--- config.mk ---
export PLATFORM = sky130hd
export DESIGN_NAME = switch_regs
export DESIGN_NICKNAME = d
export VERILOG_FILES = /design/src/common/switch_pkg.sv /design/src/hw/switch_regs.sv
export SDC_FILE = /design/constraint.sdc
export NUM_CORES = 1
export LEC_CHECK = 0
export BUFFER_PORTS_ARGS = -buffer_cell sky130_fd_sc_hd__buf_2
export CORE_MARGIN = 5
export CORE_UTILIZATION = 55
export DETAILED_ROUTE_END_ITERATION = 10
export HOLD_SLACK_MARGIN = 0.12
export PLACE_DENSITY = 0.81
export SYNTH_ARGS = -nofsm -noshare
export SYNTH_HDL_FRONTEND = slang
export SYNTH_SLANG_ARGS = --single-unit
--- constraint.sdc ---
create_clock -name clk -period 2.4 [get_ports clk]
set_clock_uncertainty 0.15 [all_clocks]
set_input_delay 0.24 -clock clk [delete_from_list [all_inputs] [get_ports clk]]
set_output_delay 0.24 -clock clk [all_outputs]
set_load 0.02 [all_outputs]
--- src/common/switch_pkg.sv ---
package switch_pkg;

  ////////////////////////////////////////////////////////////////////////////
  // Sizes
  ////////////////////////////////////////////////////////////////////////////

  localparam int N_PORTS    = 3;
  localparam int BUF_DEPTH  = 2048;
  localparam int DESC_DEPTH = 4;
  localparam int TABLE_SIZE = 8;
  localparam int MIN_FRAME  = 14;
  localparam int IFG_RESET  = 10;

  localparam int PORT_W    = $clog2(N_PORTS);
  localparam int BUF_AW    = $clog2(BUF_DEPTH);
  localparam int DESC_AW   = $clog2(DESC_DEPTH);
  localparam int TABLE_AW  = $clog2(TABLE_SIZE);
  localparam int LEN_W     = 11;
  localparam int MAX_FRAME = 2**LEN_W - 1;
  localparam int HDR_BYTES = 12;
  localparam int STAT_W    = 16;

  // APB bus widths
  localparam int APB_AW = 8;
  localparam int APB_DW = 32;

  ////////////////////////////////////////////////////////////////////////////
  // Types
  ////////////////////////////////////////////////////////////////////////////

  typedef logic [47:0]        mac_t;
  typedef logic [N_PORTS-1:0] port_mask_t;

  localparam mac_t MAC_BROADCAST = 48'hffff_ffff_ffff;

  typedef struct packed {
    logic [7:0] dat;
    logic       val;
  } phy_t;

  typedef struct packed {
    mac_t             dst;
    mac_t             src;
    logic [LEN_W-1:0] len;
  } frame_desc_t;

  typedef struct packed {
    logic [STAT_W-1:0] rx_frames;
    logic [STAT_W-1:0] drops;
    logic [STAT_W-1:0] tx_frames;
  } port_stats_t;

  typedef enum logic [1:0] {IDLE, LOOKUP, STREAM, GAP} engine_state_e;

  // Counter blocks hold rx_frames at +0, drops at +4, tx_frames at +8
  typedef enum logic [APB_AW-1:0] {
    REG_IFG   = 8'h00,
    REG_CTRL  = 8'h04,
    REG_STAT0 = 8'h10,
    REG_STAT1 = 8'h20,
    REG_STAT2 = 8'h30
  } reg_addr_e;

endpackage
--- src/hw/switch_regs.sv ---
`timescale 1ns/1ns

module switch_regs (
  input  logic                              clk,
  input  logic                              arst_n,
  input  logic [switch_pkg::APB_AW-1:0]     paddr,
  input  logic                              psel,
  input  logic                              penable,
  input  logic                              pwrite,
  input  logic [switch_pkg::APB_DW-1:0]     pwdata,
  output logic [switch_pkg::APB_DW-1:0]     prdata,
  output logic                              pready,
  output logic                              pslverr,
  output logic [7:0]                        ifg,
  output logic                              flush,
  input  switch_pkg::port_mask_t            rx_frame,
  input  switch_pkg::port_mask_t            drop,
  input  switch_pkg::port_mask_t            tx_frame
);

  import switch_pkg::*;

  port_stats_t       stats [N_PORTS];
  logic              access;
  logic              wr_access;
  logic              known;
  logic              stat_sel;
  logic [PORT_W-1:0] stat_idx;
  reg_addr_e         base;

  function automatic logic [STAT_W-1:0] sat_inc(input logic [STAT_W-1:0] v,
                                                input logic en);
    return (en && v != '1) ? v + 1'b1 : v;
  endfunction

  assign access    = psel && penable;
  assign wr_access = access && pwrite;
  assign pready    = 1'b1;
  assign pslverr   = access && !known;
  assign base      = reg_addr_e'({paddr[APB_AW-1:4], 4'h0});

  always_comb begin
    stat_sel = 1'b1;
    stat_idx = '0;
    case (base)
      REG_STAT0: stat_idx = PORT_W'(0);
      REG_STAT1: stat_idx = PORT_W'(1);
      REG_STAT2: stat_idx = PORT_W'(2);
      default:   stat_sel = 1'b0;
    endcase
  end

  // Read mux, valid in the access cycle
  always_comb begin
    prdata = '0;
    known  = 1'b1;
    if (paddr == REG_IFG) begin
      prdata = APB_DW'(ifg);
    end else if (paddr == REG_CTRL) begin
      prdata = '0;
    end else if (stat_sel) begin
      case (paddr[3:0])
        4'h0:    prdata = APB_DW'(stats[stat_idx].rx_frames);
        4'h4:    prdata = APB_DW'(stats[stat_idx].drops);
        4'h8:    prdata = APB_DW'(stats[stat_idx].tx_frames);
        default: known  = 1'b0;
      endcase
    end else begin
      known = 1'b0;
    end
  end

  always_ff @(posedge clk or negedge arst_n) begin
    if (!arst_n) begin
      ifg   <= 8'(IFG_RESET);
      flush <= 1'b0;
      for (int p = 0; p < N_PORTS; p++) begin
        stats[p] <= '0;
      end
    end else begin
      // CTRL bit 0 self-clears, one pulse per write
      flush <= wr_access && (paddr == REG_CTRL) && pwdata[0];
      if (wr_access && paddr == REG_IFG) begin
        ifg <= pwdata[7:0];
      end
      for (int p = 0; p < N_PORTS; p++) begin
        stats[p].rx_frames <= sat_inc(stats[p].rx_frames, rx_frame[p]);
        stats[p].drops     <= sat_inc(stats[p].drops, drop[p]);
        stats[p].tx_frames <= sat_inc(stats[p].tx_frames, tx_frame[p]);
      end
    end
  end

endmodule

# Yosys cells after proc, flatten, opt, wreduce, memory -nomap -nowiden
# Index checks and enable logic that the tools add are counted.
[op_classes]
addsub = 9
order_cmp = 1
eq_ne = 15
muxes = 13
bitwise = 1
n_reduce_logical = 20
[ops]
columns = ["operator", "count"]
rows = [
  ["16-bit by 1-bit adder with 16-bit output (second input constant)", 9],
  ["16-bit inequality test (second input constant)", 9],
  ["48-bit binary-select mux with 2-bit select", 1],
  ["48-bit two-way mux", 2],
  ["16-bit two-way mux", 3],
  ["16-bit case mux with 3 select lines", 1],
  ["1-bit logical AND", 15],
  ["4-bit by 2-bit == test with 1-bit output (second input constant)", 2],
  ["8-bit by 3-bit == test with 1-bit output (second input constant)", 1],
  ["8-bit zero test", 1],
  ["3-bit OR reduction", 2],
  ["1-bit two-way mux", 5],
  ["4-bit by 1-bit == test with 1-bit output (second input constant)", 1],
  ["4-bit by 3-bit == test with 1-bit output (second input constant)", 1],
  ["4-bit == test (second input constant)", 1],
  ["4-bit zero test", 1],
  ["2-bit case mux with 2 select lines", 1],
  ["3-bit >= comparator (second input constant)", 1],
  ["2-bit NOT with 3-bit output", 1],
  ["1-bit zero test", 1],
]
[totals]
ff_bits = 153
in_bits = 54
output_inout_bits = 43
word_cells = 70

# Depth between registers and ports, before layout
[depth]
depth_word = 10
mapped_depth = 7
mapped_depth_nobuf = 6

# Worst setup path after synthesis
# OpenSTA, ideal clock, no wires.
[synth_path]
kind = "input -> output"
startpoint = "input paddr[3] (netlist name)"
endpoint = "output prdata[7] (netlist name)"
arrival_ns = 1.791
required_ns = 2.010
setup_slack_ns = 0.219
stages = 5
path_buffers = 2
path_cell_list = "clkbuf_1 -> nor4b_2 -> clkbuf_1 -> a221oi_1 -> o21ai_0"
[synth_between]
elab_chain_len = 5
word_cells_on_any_way = 9
cone_classes = "3 x eq/ne; 4 x mux; 2 x reduce/logical"
[synth_lines]
columns = ["item", "line", "text"]
rows = [
  ["start, declared", "switch_regs.sv:6", "input logic [switch_pkg::APB_AW-1:0] paddr,"],
  ["4-bit == test (tied with other cells)", "switch_regs.sv:62", "case (paddr[3:0])"],
  ["16-bit case mux with 3 select lines", "switch_regs.sv:62", ""],
  ["16-bit two-way mux", "switch_regs.sv:61", "end else if (stat_sel) begin"],
  ["16-bit two-way mux", "switch_regs.sv:59", "end else if (paddr == REG_CTRL) begin"],
  ["16-bit two-way mux (*)", "switch_regs.sv:57", "if (paddr == REG_IFG) begin"],
  ["end, declared", "switch_regs.sv:11", "output logic [switch_pkg::APB_DW-1:0] prdata,"],
]
# Mark *: on every way between the ends. The rest lies on a longest branch, timed or not.

# Final worst setup path
[layout_path]
startpoint = "register stats[54] (netlist name)"
endpoint = "output prdata[6] (netlist name)"
[layout_between]
elab_chain_len = 7
[layout_lines]
columns = ["item", "line", "text"]
rows = [
  ["start, declared", "switch_regs.sv:23", "port_stats_t stats [N_PORTS];"],
  ["48-bit binary-select mux with 2-bit select", "switch_regs.sv:65", "4'h8: prdata = APB_DW'(stats[stat_idx].tx_frames);"],
  ["48-bit two-way mux (implied by the code) (2 in a row)", "switch_regs.sv:65", ""],
  ["16-bit case mux with 3 select lines", "switch_regs.sv:62", ""],
  ["16-bit two-way mux", "switch_regs.sv:61", ""],
  ["16-bit two-way mux", "switch_regs.sv:59", ""],
  ["16-bit two-way mux", "switch_regs.sv:57", ""],
]
# No other way between the ends. The select of a mux whose other input is x is not followed.

==> out/metrics.sh <==
LAYOUT.CELLS.MOST_COMMON='sky130_fd_sc_hd__dfrtp_1'
YS_DOMINANT_REG_CELL='sky130_fd_sc_hd__dfrtp_1'
SYNTH-EDFF-COUNT=0
CP_NUM_BUF_INV=1
TOTAL_LEAKAGE_POWER_nW=4.36
FINAL-HOLD-VIOLATION-COUNT=0
PORT_BUFFERS=55
TIMING_MAX_TRANSITION_VIOLATIONS_FINAL=0
CRIT_PATH_CELL_CHAIN='mux2i_1, a211oi_1, a221oi_1, o21ai_1, buf_2'
DPL_CELL_AREA_UM2=9160
WIRE_PER_INST_UM=17.9
SLOWEST_STAGE='sky130_fd_sc_hd__dfrtp_1'
HTREE_LEVELS=4
POWER_PER_CELL_AREA_nW_PER_UM2=818
INITIAL_UTILIZATION_PCT=56.1
MAX-VDD-IR-DROP_mV=0.562
DP_HPWL_MM=15.0
FLOORPLAN.CORE_AREA_UM2=15300
WORSTPATHREQUIRED_NS=2.01
GRT_FIRST_PASS_WIRELENGTH_MM=34.3
DIE-WIDTH_UM=135
DIEAREA_UM2=18200
FINAL_NET_COUNT=1017
WORST_SLEW_MARGIN_REL_PCT=57.7
SHARE_OF_SYNTHESIZED_FLIP_FLOPS_WITH_AN_ASYNCHRONOUS_SET_OR_RESET_PCT=100
RUN_STATUS='finished, final reports clean'
DETAIL_ROUTE.VIAS_PER_CELL=5.97
WORST-PATH-MAX-FANOUT=6
WORST_EP_ARRIVAL_NS=1.95
LAYOUT.CELLS.MOST_COMMON_LIST='sky130_fd_sc_hd__dfrtp_1, sky130_fd_sc_hd__nand2_1, sky130_fd_sc_hd__xnor2_1, sky130_fd_sc_hd__nor2_1, sky130_fd_sc_hd__nand3_1'
DETAILROUTE.VIA_COUNT=7033
SYNTH.LIB_CELLS_USED.DISTINCT=58
DRC=0
ROOT_BUFFER_CELL='sky130_fd_sc_hd__clkbuf_16'
CPPEAKSTAGEDELAY_NS=0.45
CTS_SINKS=153
CRIT_TYPE='flip-flop to primary output'
CP_TOP_FAMILY='compound AO/OA/AOI/OAI gates'
CRITICAL_PATH.STARTPOINT_TYPE='flip-flop'
TIMING.SETUP.TNS_NS=0
MIN_PERIOD_OVER_PERIOD_PCT=97.6
DIE_H_UM=135
DRT.ANTENNA.VIOLATING_NETS=0
CLK_LATENCY_NS=0.43
ROUTED_WIRELENGTH_MM=21.0
DRT_FIRST_PASS_ITERS=7
YS_SEQ_AREA_SHARE_PCT=44.7
GRT_START_MAX_NET_PINS=54
TRACK_USAGE_PCT=24.1
SETUP_VIOL_COUNT_FINAL=0
DRT-INITIAL-DRC-COUNT=647
MIN_TCLK_POST_ROUTE_NS=2.34
IO_PINS=97
TIGHTESTPINTRANSITION_NS=0.633
CELL_AREA_AFTER_LAYOUT_UM2=9940
YOSYS_REGISTER_BITS=153
LAYOUT-AREA-OVERHEAD-VS-SYNTH_PCT=16.1
WORST_SETUP_PATH_END_KIND='primary output'
NUMCTSBUFFERS=17
SYNTH_AREA_UM2=8560
RSZ_0062_RAISED_AFTER_GLOBAL_ROUTING='false'
SYNTHDOMINANTCELLAREASHARE_PCT=44.1
ANTENNA_FOUND_INITIAL=0
CTS_BUFFER_DEPTH=2
FINAL_LAYOUT_SIZE_SUFFIX_GT1_SHARE_PCT=15.3
YOSYS_SYNTHESIS_WARNING_COUNT=0
ANTENNA-DIODE-COUNT=0
FMAXACHIEVABLE_MHz=427
GRT.OVERFLOW.TOTAL=0
VIA_COUNT_OF_THE_FIRST_GLOBAL_ROUTING_PASS=6589
CAP_VIOLATIONS=0
FINALWEIGHTEDCONGESTION=0.901
NETLIST_TOP_CELLS_AREA='sky130_fd_sc_hd__dfrtp_1, sky130_fd_sc_hd__xnor2_1, sky130_fd_sc_hd__mux2i_1, sky130_fd_sc_hd__nand3_1, sky130_fd_sc_hd__nand2_1'
SYN-MEAN-INSTANCE-AREA_UM2=9.88
YOSYS.AREA.TOP_TYPE='sky130_fd_sc_hd__dfrtp_1'
CLASSIFICATION_OF_THE_WORST_SLACK_HOLD_PATH='input pin to asynchronous set/reset pin'
STD_CELL_ROWS=45
CLOCK_SLEW_AT_REPORTED_PATH_FFS_NS=0.06
CTS_TREE='done'
POST_SYNTH_INST_COUNT=867
## kinds of logic after synthesis
family / share of synthesized area [%]
flops: 44.7
buf+inv: 2.94
compound gates: 10.3
simple gates: 21.4
xor+xnor: 11.0
fa+ha+maj: 1.32
other cells: 0.0877
mux: 8.14
## sequential cells by signal, indices dropped and copies added (netlist names)
| signal | flops |
|---|---|
| stats | 144 |
| ifg | 8 |
| flush | 1 |
## worst paths after layout
| kind | start | endpoint | slack, ns | cells past startpoint |
|---|---|---|---|---|
| setup / recovery | stats[54] | prdata[6] | 0.06 | 5 |
| hold / removal | arst_n | stats[44] | 0.19 | 2 |
| setup reg to reg | stats[33] | stats[33] | 0.21 | 5 |
| hold reg to reg | stats[5] | stats[5] | 0.35 | 1 |
| max in group asynchronous | arst_n | stats[108] | 1.26 | 3 |
| min in group clk | pwrite | flush | 0.28 | 4 |
## cells in the mapped netlist, drive strengths merged, types with 2 or more instances
cell / count
nand4: 41
xnor2: 80
o21a: 6
dfstp: 2
xor2: 28
mux2: 18
conb: 2
o211ai: 24
nand2b: 2
o31ai: 2
clkbuf: 17
a221oi: 8
o21ai: 10
or3: 3
a21oi: 49
nor2b: 5
and3: 29
nor4: 2
nor3: 23
and4: 13
nor3b: 3
nand2: 82
a41oi: 3
nand3b: 2
nor2: 64
and2: 7
or4: 3
o41ai: 2
a31oi: 16
nor4b: 3
buf: 24
nand3: 65
mux2i: 49
inv: 5
ha: 9
dfrtp: 151
a211oi: 8
or2: 2
## power breakdown
part | internal (mW) | switching, mW
clock | 1.51 | 1.06
combinational | 0.819 | 0.879
sequential | 3.11 | 0.754
## timing repair
item,in CTS,in global routing
hold buffers,18,0
setup endpoints to repair,2,3
gates resized for setup,2,5
hold endpoints to repair,197,0
setup buffers,0,0
cloned,0,0
pin swaps,0,0
## stage by stage
step | hold slack (ns) | utilization (%) | setup WS (ns) | total power, mW | std cells
2_1_floorplan | -0.206 | - | 0.219 | 4.91 | 882
3_3_place_gp | 0.0770 | 60.0 | 0.181 | 5.39 | 1128
3_5_place_dp | 0.0802 | 60.0 | 0.168 | 5.48 | 1128
4_1_cts | 0.193 | 64.9 | 0.0558 | 8.12 | 1178
5_1_grt | 0.216 | 65.1 | 0.00308 | 8.57 | 1178
6_report | 0.187 | 65.1 | 0.0565 | 8.12 | 1178
## per-layer routing
metal	up-vias	track usage, %	routed length (um)
met5	-	0	0
met4	0	8.71	571
met3	53	6.18	1520
met2	281	36.5	9670
met1	3380	33.6	9280
li1	3319	-	-
## area by class of cell
| class | count | area, um2 |
|---|---|---|
| repair buffers | 94 | 682 |
| flip-flops and latches | 153 | 3830 |
| multi-input cells | 683 | 4570 |
| inverters | 5 | 18.8 |
| clock inverters | 10 | 92.6 |
| well taps | 211 | 264 |
| clock buffers | 22 | 474 |
| fillers | 1167 | 5320 |
(Power assumes the default switching activity.)
