==> config.mk <==
export PLATFORM = sky130hd
export DESIGN_NAME = forward_engine
export DESIGN_NICKNAME = d
export VERILOG_FILES = /design/src/common/switch_pkg.sv /design/src/switch/forward_engine.sv
export SDC_FILE = /design/constraint.sdc
export NUM_CORES = 1
export LEC_CHECK = 0
export ABC_CLOCK_PERIOD_IN_PS = 6400
export BUFFER_PORTS_ARGS = -buffer_cell sky130_fd_sc_hd__buf_2
export CAP_MARGIN = 20
export CORE_AREA = 4 4 193 195
export DETAILED_ROUTE_END_ITERATION = 12
export DIE_AREA = 0 0 197 199
export GPL_ROUTABILITY_DRIVEN = 1
export GPL_TIMING_DRIVEN = 1
export PLACE_DENSITY = 0.56
export SLEW_MARGIN = 5
export SYNTH_ARGS = -nofsm -noshare
export SYNTH_HDL_FRONTEND = slang
export SYNTH_SLANG_ARGS = --single-unit
==> constraint.sdc <==
create_clock -name clk -period 6.4 [get_ports clk]
set_input_delay 0.64 -clock clk [delete_from_list [all_inputs] [get_ports clk]]
set_output_delay 0.64 -clock clk [all_outputs]
set_load 0.02 [all_outputs]
==> src/common/switch_pkg.sv <==
package switch_pkg;

  ////////////////////////////////////////////////////////////////////////////
  // Sizes
  ////////////////////////////////////////////////////////////////////////////

  localparam int N_PORTS    = 3;
  localparam int BUF_DEPTH  = 2048;
  localparam int DESC_DEPTH = 4;
  localparam int TABLE_SIZE = 8;
  localparam int MIN_FRAME  = 14;
  localparam int IFG_RESET  = 10;

  localparam int PORT_W    = $clog2(N_PORTS);
  localparam int BUF_AW    = $clog2(BUF_DEPTH);
  localparam int DESC_AW   = $clog2(DESC_DEPTH);
  localparam int TABLE_AW  = $clog2(TABLE_SIZE);
  localparam int LEN_W     = 11;
  localparam int MAX_FRAME = 2**LEN_W - 1;
  localparam int HDR_BYTES = 12;
  localparam int STAT_W    = 16;

  // APB bus widths
  localparam int APB_AW = 8;
  localparam int APB_DW = 32;

  ////////////////////////////////////////////////////////////////////////////
  // Types
  ////////////////////////////////////////////////////////////////////////////

  typedef logic [47:0]        mac_t;
  typedef logic [N_PORTS-1:0] port_mask_t;

  localparam mac_t MAC_BROADCAST = 48'hffff_ffff_ffff;

  typedef struct packed {
    logic [7:0] dat;
    logic       val;
  } phy_t;

  typedef struct packed {
    mac_t             dst;
    mac_t             src;
    logic [LEN_W-1:0] len;
  } frame_desc_t;

  typedef struct packed {
    logic [STAT_W-1:0] rx_frames;
    logic [STAT_W-1:0] drops;
    logic [STAT_W-1:0] tx_frames;
  } port_stats_t;

  typedef enum logic [1:0] {IDLE, LOOKUP, STREAM, GAP} engine_state_e;

  // Counter blocks hold rx_frames at +0, drops at +4, tx_frames at +8
  typedef enum logic [APB_AW-1:0] {
    REG_IFG   = 8'h00,
    REG_CTRL  = 8'h04,
    REG_STAT0 = 8'h10,
    REG_STAT1 = 8'h20,
    REG_STAT2 = 8'h30
  } reg_addr_e;

endpackage
==> src/switch/forward_engine.sv <==
`timescale 1ns/1ns

module forward_engine (
  input  logic                                             clk,
  input  logic                                             arst_n,
  input  switch_pkg::frame_desc_t [switch_pkg::N_PORTS-1:0] desc,
  input  switch_pkg::port_mask_t                           desc_valid,
  output switch_pkg::port_mask_t                           desc_pop,
  output switch_pkg::port_mask_t                           rd_en,
  input  logic [switch_pkg::N_PORTS-1:0][7:0]              rd_data,
  input  logic [7:0]                                       ifg,
  output switch_pkg::mac_t                                 lookup_mac,
  output logic [switch_pkg::PORT_W-1:0]                    src_port,
  input  switch_pkg::port_mask_t                           dst_mask,
  output logic                                             learn,
  output switch_pkg::mac_t                                 learn_mac,
  output logic [switch_pkg::PORT_W-1:0]                    learn_port,
  output switch_pkg::phy_t [switch_pkg::N_PORTS-1:0]       tx,
  output switch_pkg::port_mask_t                           tx_frame
);

  import switch_pkg::*;

  engine_state_e     state;
  logic [PORT_W-1:0] rr_ptr;
  logic [PORT_W-1:0] pick;
  logic              found;
  frame_desc_t       cur;
  port_mask_t        mask;
  logic [LEN_W-1:0]  byte_cnt;
  logic [7:0]        gap_cnt;
  logic              rd_issue;
  logic              rd_vld_q;
  logic              last_byte;

  ////////////////////////////////////////////////////////////////////////////
  // Round-robin port pick
  ////////////////////////////////////////////////////////////////////////////

  always_comb begin
    int idx;
    found = 1'b0;
    pick  = rr_ptr;
    // Search starts one past the port served last
    for (int i = 1; i <= N_PORTS; i++) begin
      idx = int'(rr_ptr) + i;
      if (idx >= N_PORTS) begin
        idx = idx - N_PORTS;
      end
      if (!found && desc_valid[idx]) begin
        found = 1'b1;
        pick  = PORT_W'(idx);
      end
    end
  end

  assign desc_pop = (state == IDLE && found) ? port_mask_t'(1) << pick : '0;

  ////////////////////////////////////////////////////////////////////////////
  // Table access and byte stream
  ////////////////////////////////////////////////////////////////////////////

  assign lookup_mac = cur.dst;
  assign src_port   = rr_ptr;
  assign learn      = (state == LOOKUP);
  assign learn_mac  = cur.src;
  assign learn_port = rr_ptr;

  assign rd_issue  = (state == STREAM) && (byte_cnt < cur.len);
  assign last_byte = (state == STREAM) && (byte_cnt == cur.len);
  assign rd_en     = rd_issue ? port_mask_t'(1) << rr_ptr : '0;
  assign tx_frame  = last_byte ? mask : '0;

  // A zero mask drains the frame without any output
  always_comb begin
    for (int p = 0; p < N_PORTS; p++) begin
      tx[p].val = rd_vld_q && mask[p];
      tx[p].dat = (rd_vld_q && mask[p]) ? rd_data[rr_ptr] : 8'h00;
    end
  end

  always_ff @(posedge clk) begin
    if (state == IDLE && found) begin
      cur <= desc[pick];
    end
  end

  always_ff @(posedge clk or negedge arst_n) begin
    if (!arst_n) begin
      state    <= IDLE;
      rr_ptr   <= '0;
      mask     <= '0;
      byte_cnt <= '0;
      gap_cnt  <= '0;
      rd_vld_q <= 1'b0;
    end else begin
      rd_vld_q <= rd_issue;
      case (state)
        IDLE: begin
          if (found) begin
            rr_ptr <= pick;
            state  <= LOOKUP;
          end
        end
        LOOKUP: begin
          mask     <= dst_mask;
          byte_cnt <= '0;
          state    <= STREAM;
        end
        STREAM: begin
          if (rd_issue) begin
            byte_cnt <= byte_cnt + 1'b1;
          end
          if (last_byte) begin
            if (mask == '0 || ifg == 8'd0) begin
              state <= IDLE;
            end else begin
              gap_cnt <= ifg;
              state   <= GAP;
            end
          end
        end
        GAP: begin
          if (gap_cnt <= 8'd1) begin
            state <= IDLE;
          end else begin
            gap_cnt <= gap_cnt - 1'b1;
          end
        end
        default: state <= IDLE;
      endcase
    end
  end

endmodule

* Word-level counts from Yosys, hierarchy flattened
Cells that the tools add are included.
** Word-level totals
- Register bits :: 134
- Latch bits :: 0
- RAM bits :: 0
- ROM bits :: 0
- Input port bits :: 361
- Output and inout port bits :: 137
- Word-level logic and storage cells :: 98
- Memories kept :: 0
** Operators by class
- Add/subtract/negate cells :: 8
- Multiply operators :: 0
- Div/mod/pow operators :: 0
- Magnitude comparators :: 10
- Equality and inequality tests :: 10
- Shift-type cells :: 2
- Muxes and demuxes :: 39
- Bitwise operators :: 0
- Reduce and logical (&&, ||, !) cells :: 20
** Operators with widths (number)
- $bmux W107 S2 :: 1
- $mux W107 :: 1
- $lt A32 B4 Y1 const B :: 3
- $mux W32 :: 3
- $mux W8 :: 7
- $pmux W11 S2 :: 1
- $bmux W8 S2 :: 1
- $pmux W8 S2 :: 1
- $mux W2 :: 7
- $ne A2 B2 Y1 const B :: 6
- $sub A3 B2 Y4 const B :: 3
- $add A11 B1 Y11 const B :: 1
- $eq A11 B11 Y1 :: 1
- $lt A11 B11 Y1 :: 1
- $mux W11 :: 1
- $ge A3 B2 Y1 const B :: 3
- $mux W1 :: 9
- $mux W3 :: 3
- $le A8 B1 Y1 const B :: 1
- $logic_and A1 B1 Y1 :: 8
- $logic_not A8 Y1 :: 1
- $pmux W2 S4 :: 1
- $sub A8 B1 Y8 const B :: 1
- $add A2 B2 Y3 const B :: 2
- 14 further kinds :: 22

* Logic depth before layout (Yosys ltp)
- Word-level depth :: 15
- Gate-level depth with buffers :: 13
- Gate-level depth less buffers :: 9

* Worst setup path before layout
OpenSTA, ideal clock, no wires.
- Kind :: register -> output
- From :: reg rr_ptr[1], in the netlist learn_port[1]
- To :: out desc_pop[0]
- Arrival :: 4.891 ns
- Data required time :: 5.760 ns
- Path slack :: 0.869 ns
- Cell stages (with the launch flop) :: 11
- Path buffers :: 2
- Cell sequence :: dfrtp_1 buf_1 inv_1 ha_1 buf_4 nand2b_1 a21oi_1 nor3_1 a211o_1 inv_1 and2_1
** On the way
- Longest elaborated chain between the ends :: 15
- Elaborated cells on any way between the ends :: 34
- Those cells by class :: add/sub: 6; order compare: 3; shift: 1; mux: 19; reduce/logical: 5
** Ends and longest elaborated chain
- from (decl) :: line forward_engine.sv:25 : logic [PORT_W-1:0] rr_ptr;
- from (signal assigned) :: line forward_engine.sv:101 : rr_ptr <= pick;
- $add A2 B1 Y3 :: line forward_engine.sv:46 : idx = int'(rr_ptr) + i;
- $sub A3 B2 Y4 / $ge A3 B2 Y1 (equally long branches) :: line forward_engine.sv:48, forward_engine.sv:47
- $mux W32 :: line forward_engine.sv:47 : if (idx >= N_PORTS) begin
- $bmux W1 S2 :: line forward_engine.sv:50 : if (!found && desc_valid[idx]) begin
- $mux W1 (implied by the code) (2 in series) :: line forward_engine.sv:50
- $mux W1 :: line forward_engine.sv:50
- $logic_not A1 Y1 :: line forward_engine.sv:50
- $logic_and A1 B1 Y1 :: line forward_engine.sv:50
- $mux W1 :: line forward_engine.sv:50
- $logic_not A1 Y1 :: line forward_engine.sv:50
- $logic_and A1 B1 Y1 :: line forward_engine.sv:50
- $mux W2 / $mux W1 (equally long branches) :: line forward_engine.sv:50
- $shl A1 B2 Y3 / $logic_and A1 B1 Y1 (equally long branches) :: line forward_engine.sv:57 : assign desc_pop = (state == IDLE && found) ? port_mask_t'(1) << pick : '0;
- $mux W3 (*) :: line forward_engine.sv:57
- to (decl) :: line forward_engine.sv:8 : output switch_pkg::port_mask_t desc_pop,
Every way passes the cells marked *; elsewhere a longest branch is shown, timed or not. The select of a mux whose other input is x is not followed.

* Worst setup path in the final report
- From :: reg rr_ptr[0], in the netlist learn_port[0]
- To :: out desc_pop[2]
Same word-level chain as after synthesis.

==> impl_metrics.py <==
metrics = {
    "outcome": {
        "status": "complete, no violations",
    },
    "sta": {
        "relSlewSlack": 0.297,
        "worst_pin_slew_ns": 1.05,
        "setup_violations": 0,
        "fin_crit_ns": 4.94,
        "clock_skew_ns": 0.0162,
        "hold_viol_final": 0,
        "tns_ns": 0,
        "max_freq_mhz": 202,
        "rsz0062_at_grt": "false",
        "period_share": 0.773,
        "slew_violations": 0,
    },
    "clocking": {
        "cts_buffer_depth": 2,
        "cts_setup_buffers": 0,
        "hold_buffers": 0,
        "cts_tree": "yes",
        "cts-resized-gates": 0,
        "numCtsBuffers": 17,
        "clock_latency_ns": 0.42,
        "clkSlewWorstSetupHoldPaths_ns": 0.07,
        "clkSinkCount": 134,
        "cts_root_buffer": "clkbuf_16",
        "htreeDepth": 4,
    },
    "critical_path": {
        "critical_path_class": "reg2out",
        "r2r-end": "cur[8]",
        "startpoint_type": "flip-flop",
        "rr_worst_depth": 8,
        "setup.reg_to_reg.worst_slack_ns": 1.84,
        "cp.required_ns": 5.76,
        "cp_max_fo": 64,
        "r2r-start": "learn_port[0]",
        "cp_num_buf_inv": 3,
        "cpPeakStageDelay_ns": 0.87,
        "cp-end-kind": "primary output",
        "cp_cell_sequence": "inv_1 > ha_1 > or2_1 > a21boi_1 > nor3_1 > a211o_1 > inv_4 > o21a_1 > buf_2",
        "worstPathArrival_ns": 4.30,
        "critical-path-top-delay-family": "buffers and inverters",
        "slowest_stage": "dfrtp_1",
    },
    "power_and_ir_drop": {
        "peakVddDrop_v": 0.000530,
        "clockPowerShare": 0.133,
        "p_int_mw": 4.07,
        "p_leak_nw": 5.69,
        "seqPwrFrac": 0.232,
        "power.density_mw_per_mm2": 688,
        "netSwitchingPower_mw": 4.50,
        "combPwrFrac": 0.636,
        "swShare": 0.525,
    },
    "synth": {
        "synth_edf_count": 107,
        "synth-compound-area-share": 0.157,
        "synth_flop_cell": "edfxtp_1",
        "yosys.area.top_type": "edfxtp_1",
        "synth_xor_area_frac": 0.000904,
        "synth_top_family_by_area": "simple AND/OR/NAND/NOR gates",
        "muxShareOfSynthArea": 0.0105,
        "ys_seq_area_frac": 0.401,
        "synth_area_leaders": "edfxtp_1, o2111ai_1, nand2_1, buf_4, or3_1",
        "synth-simple-area-share": 0.280,
        "synth_cell_types": 56,
        "synthArstFlopShare": 0.201,
        "netlist.area_leader.share": 0.332,
        "ys_seq_elements": 134,
        "synthCells": 1144,
        "synth_adder_area_share": 0.0245,
        "synth_nets": 1524,
        "synth_area_mm2": 0.00969,
        "postSynthAreaPerCell_um2": 8.47,
        "yosysWarnings": 0,
    },
    "drt": {
        "met3_length_um": 2970,
        "wirelength_um": 39300,
        "drtIter0Drc": 706,
        "drc": 0,
        "met1Wirelength_um": 15300,
        "highest_layer": "met5",
        "ant_nets": 0,
        "post_drt_via_cell_ratio": 5.15,
        "routed-wl-met2_um": 19900,
        "vias": 10093,
        "wl_per_cell_um": 20.0,
        "drt_pass1_iterations": 5,
    },
    "die": {
        "pin_count": 498,
        "placementRows": 69,
        "die_x_um": 197,
        "fp.dieArea_mm2": 0.0392,
        "start_util": 0.274,
        "core_area_mm2": 0.0354,
        "die_h_um": 199,
    },
    "grt": {
        "grt_max_degree": 108,
        "antenna_found_initial": 9,
        "grt_pass1_wl_um": 56900,
        "track_usage": 0.185,
        "grt_pass1_vias": 9700,
        "overflow": 0,
    },
    "min_path": {
        "min_path_type": "in2async",
    },
    "placed_design": {
        "gp_congestion": 0.900,
        "place_area_mm2": 0.0118,
        "place_hpwl_um": 28200,
        "numPortBuffers": 497,
    },
    "cells_and_area": {
        "area_delta_synth_final_pct": 28.4,
        "final_common_cell": "buf_2",
        "layout.nets": 1858,
        "final_core_util": 0.352,
        "layout_common_cells": "buf_2, nand2_1, nand3_1",
        "design_area_mm2": 0.0124,
        "final_layout_size_suffix_gt1_frac": 0.374,
    },
    "run": {
        "cap_viol_max_count": 0,
    },
}
cell usage after synthesis (3+ instances only):
cell type	instances
a21o_1	4
a21oi_1	24
a221o_1	4
a31oi_1	3
and2_1	7
and3_1	4
buf_2	9
buf_4	101
clkbuf_1	85
dfrtp_1	27
edfxtp_1	107
ha_1	19
inv_1	22
mux2i_1	9
nand2_1	243
nand2b_1	5
nand3_1	116
nor2_1	56
nor2b_1	3
nor3_1	8
nor4_1	5
o2111ai_1	107
o21a_1	3
o21ai_0	9
o22a_1	9
or3_1	112
cell type report:
cell class | instances | area (µm²)
tap | 461 | 577
fill | 3804 | 23000
sequential | 134 | 3890
inverter | 23 | 88.8
antenna | 8 | 20.0
timing repair buffer | 511 | 2610
multi-input combinational | 791 | 4610
clock inverter | 13 | 218
clock buffer | 19 | 433
sequential cells by signal (all words and copies together), names as in the netlist:
| name | count |
|---|---|
| learn_mac | 48 |
| cur | 11 |
| lookup_mac | 48 |
| mask | 3 |
| rd_vld_q | 1 |
| byte_cnt | 11 |
| state | 2 |
| learn_port | 2 |
| gap_cnt | 8 |
worst max-delay path by stage:
stage	start	endpoint	slack [ns]	depth (start not counted)
after CTS	learn_port[0]	desc_pop[1]	1.36	9
after detailed placement	learn_port[0]	desc_pop[1]	1.82	9
after global routing	learn_port[0]	desc_pop[2]	1.13	9
final	learn_port[0]	desc_pop[2]	1.46	9
after global placement	learn_port[0]	desc_pop[1]	1.94	9
after floorplan	learn_port[1]	desc_pop[0]	0.87	10
per-layer routing:
| metal | up-vias | GRT usage |
|---|---|---|
| met5 | - | 0 |
| met4 | 2 | 0.0642 |
| met3 | 65 | 0.0434 |
| met2 | 479 | 0.317 |
| met1 | 4772 | 0.229 |
| li1 | 4775 | - |
power by group through the flow:
stage | Combinational, mW | Sequential, mW | Clock (mW)
detailed placement | 5.46 | 2.01 | 0
global route | 5.96 | 2.04 | 1.20
CTS | 5.47 | 1.99 | 1.16
finish | 5.44 | 1.98 | 1.14
floorplan | 4.24 | 1.95 | 0
global placement | 5.42 | 2.00 | 0
through the flow:
step / hold WS [ns] / worst slack, ns / cells / total power, mW
6_report: 0.250 / 1.46 / 1960 / 8.56
5_1_grt: 0.279 / 1.13 / 1959 / 9.19
4_1_cts: 0.251 / 1.36 / 1952 / 8.62
3_5_place_dp: 0.513 / 1.82 / 1920 / 7.46
3_3_place_gp: 0.486 / 1.94 / 1920 / 7.41
2_1_floorplan: 0.344 / 0.869 / 1144 / 6.19
cells by family (layout without fill, tap and decap cells):
logic type	after synthesis	in the layout
AND/OR/NAND/NOR	573	573
AO/OA/AOI/OAI	188	188
flip-flops	134	134
multiplexers	10	10
other	0	8
adder cells (fa/ha/maj)	19	19
XOR/XNOR	1	1
buffers and inverters	219	566
worst reg2reg max path, stage by stage, from the launching register on:
cell      delay [ns]
dfrtp_1         0.87
inv_1           0.27
ha_1            0.53
or2_1           0.32
a21boi_1        0.25
nor3_1          0.18
a211o_1         0.42
inv_4           0.63
buf_4           0.72
Power figures use the tool's default switching activity.
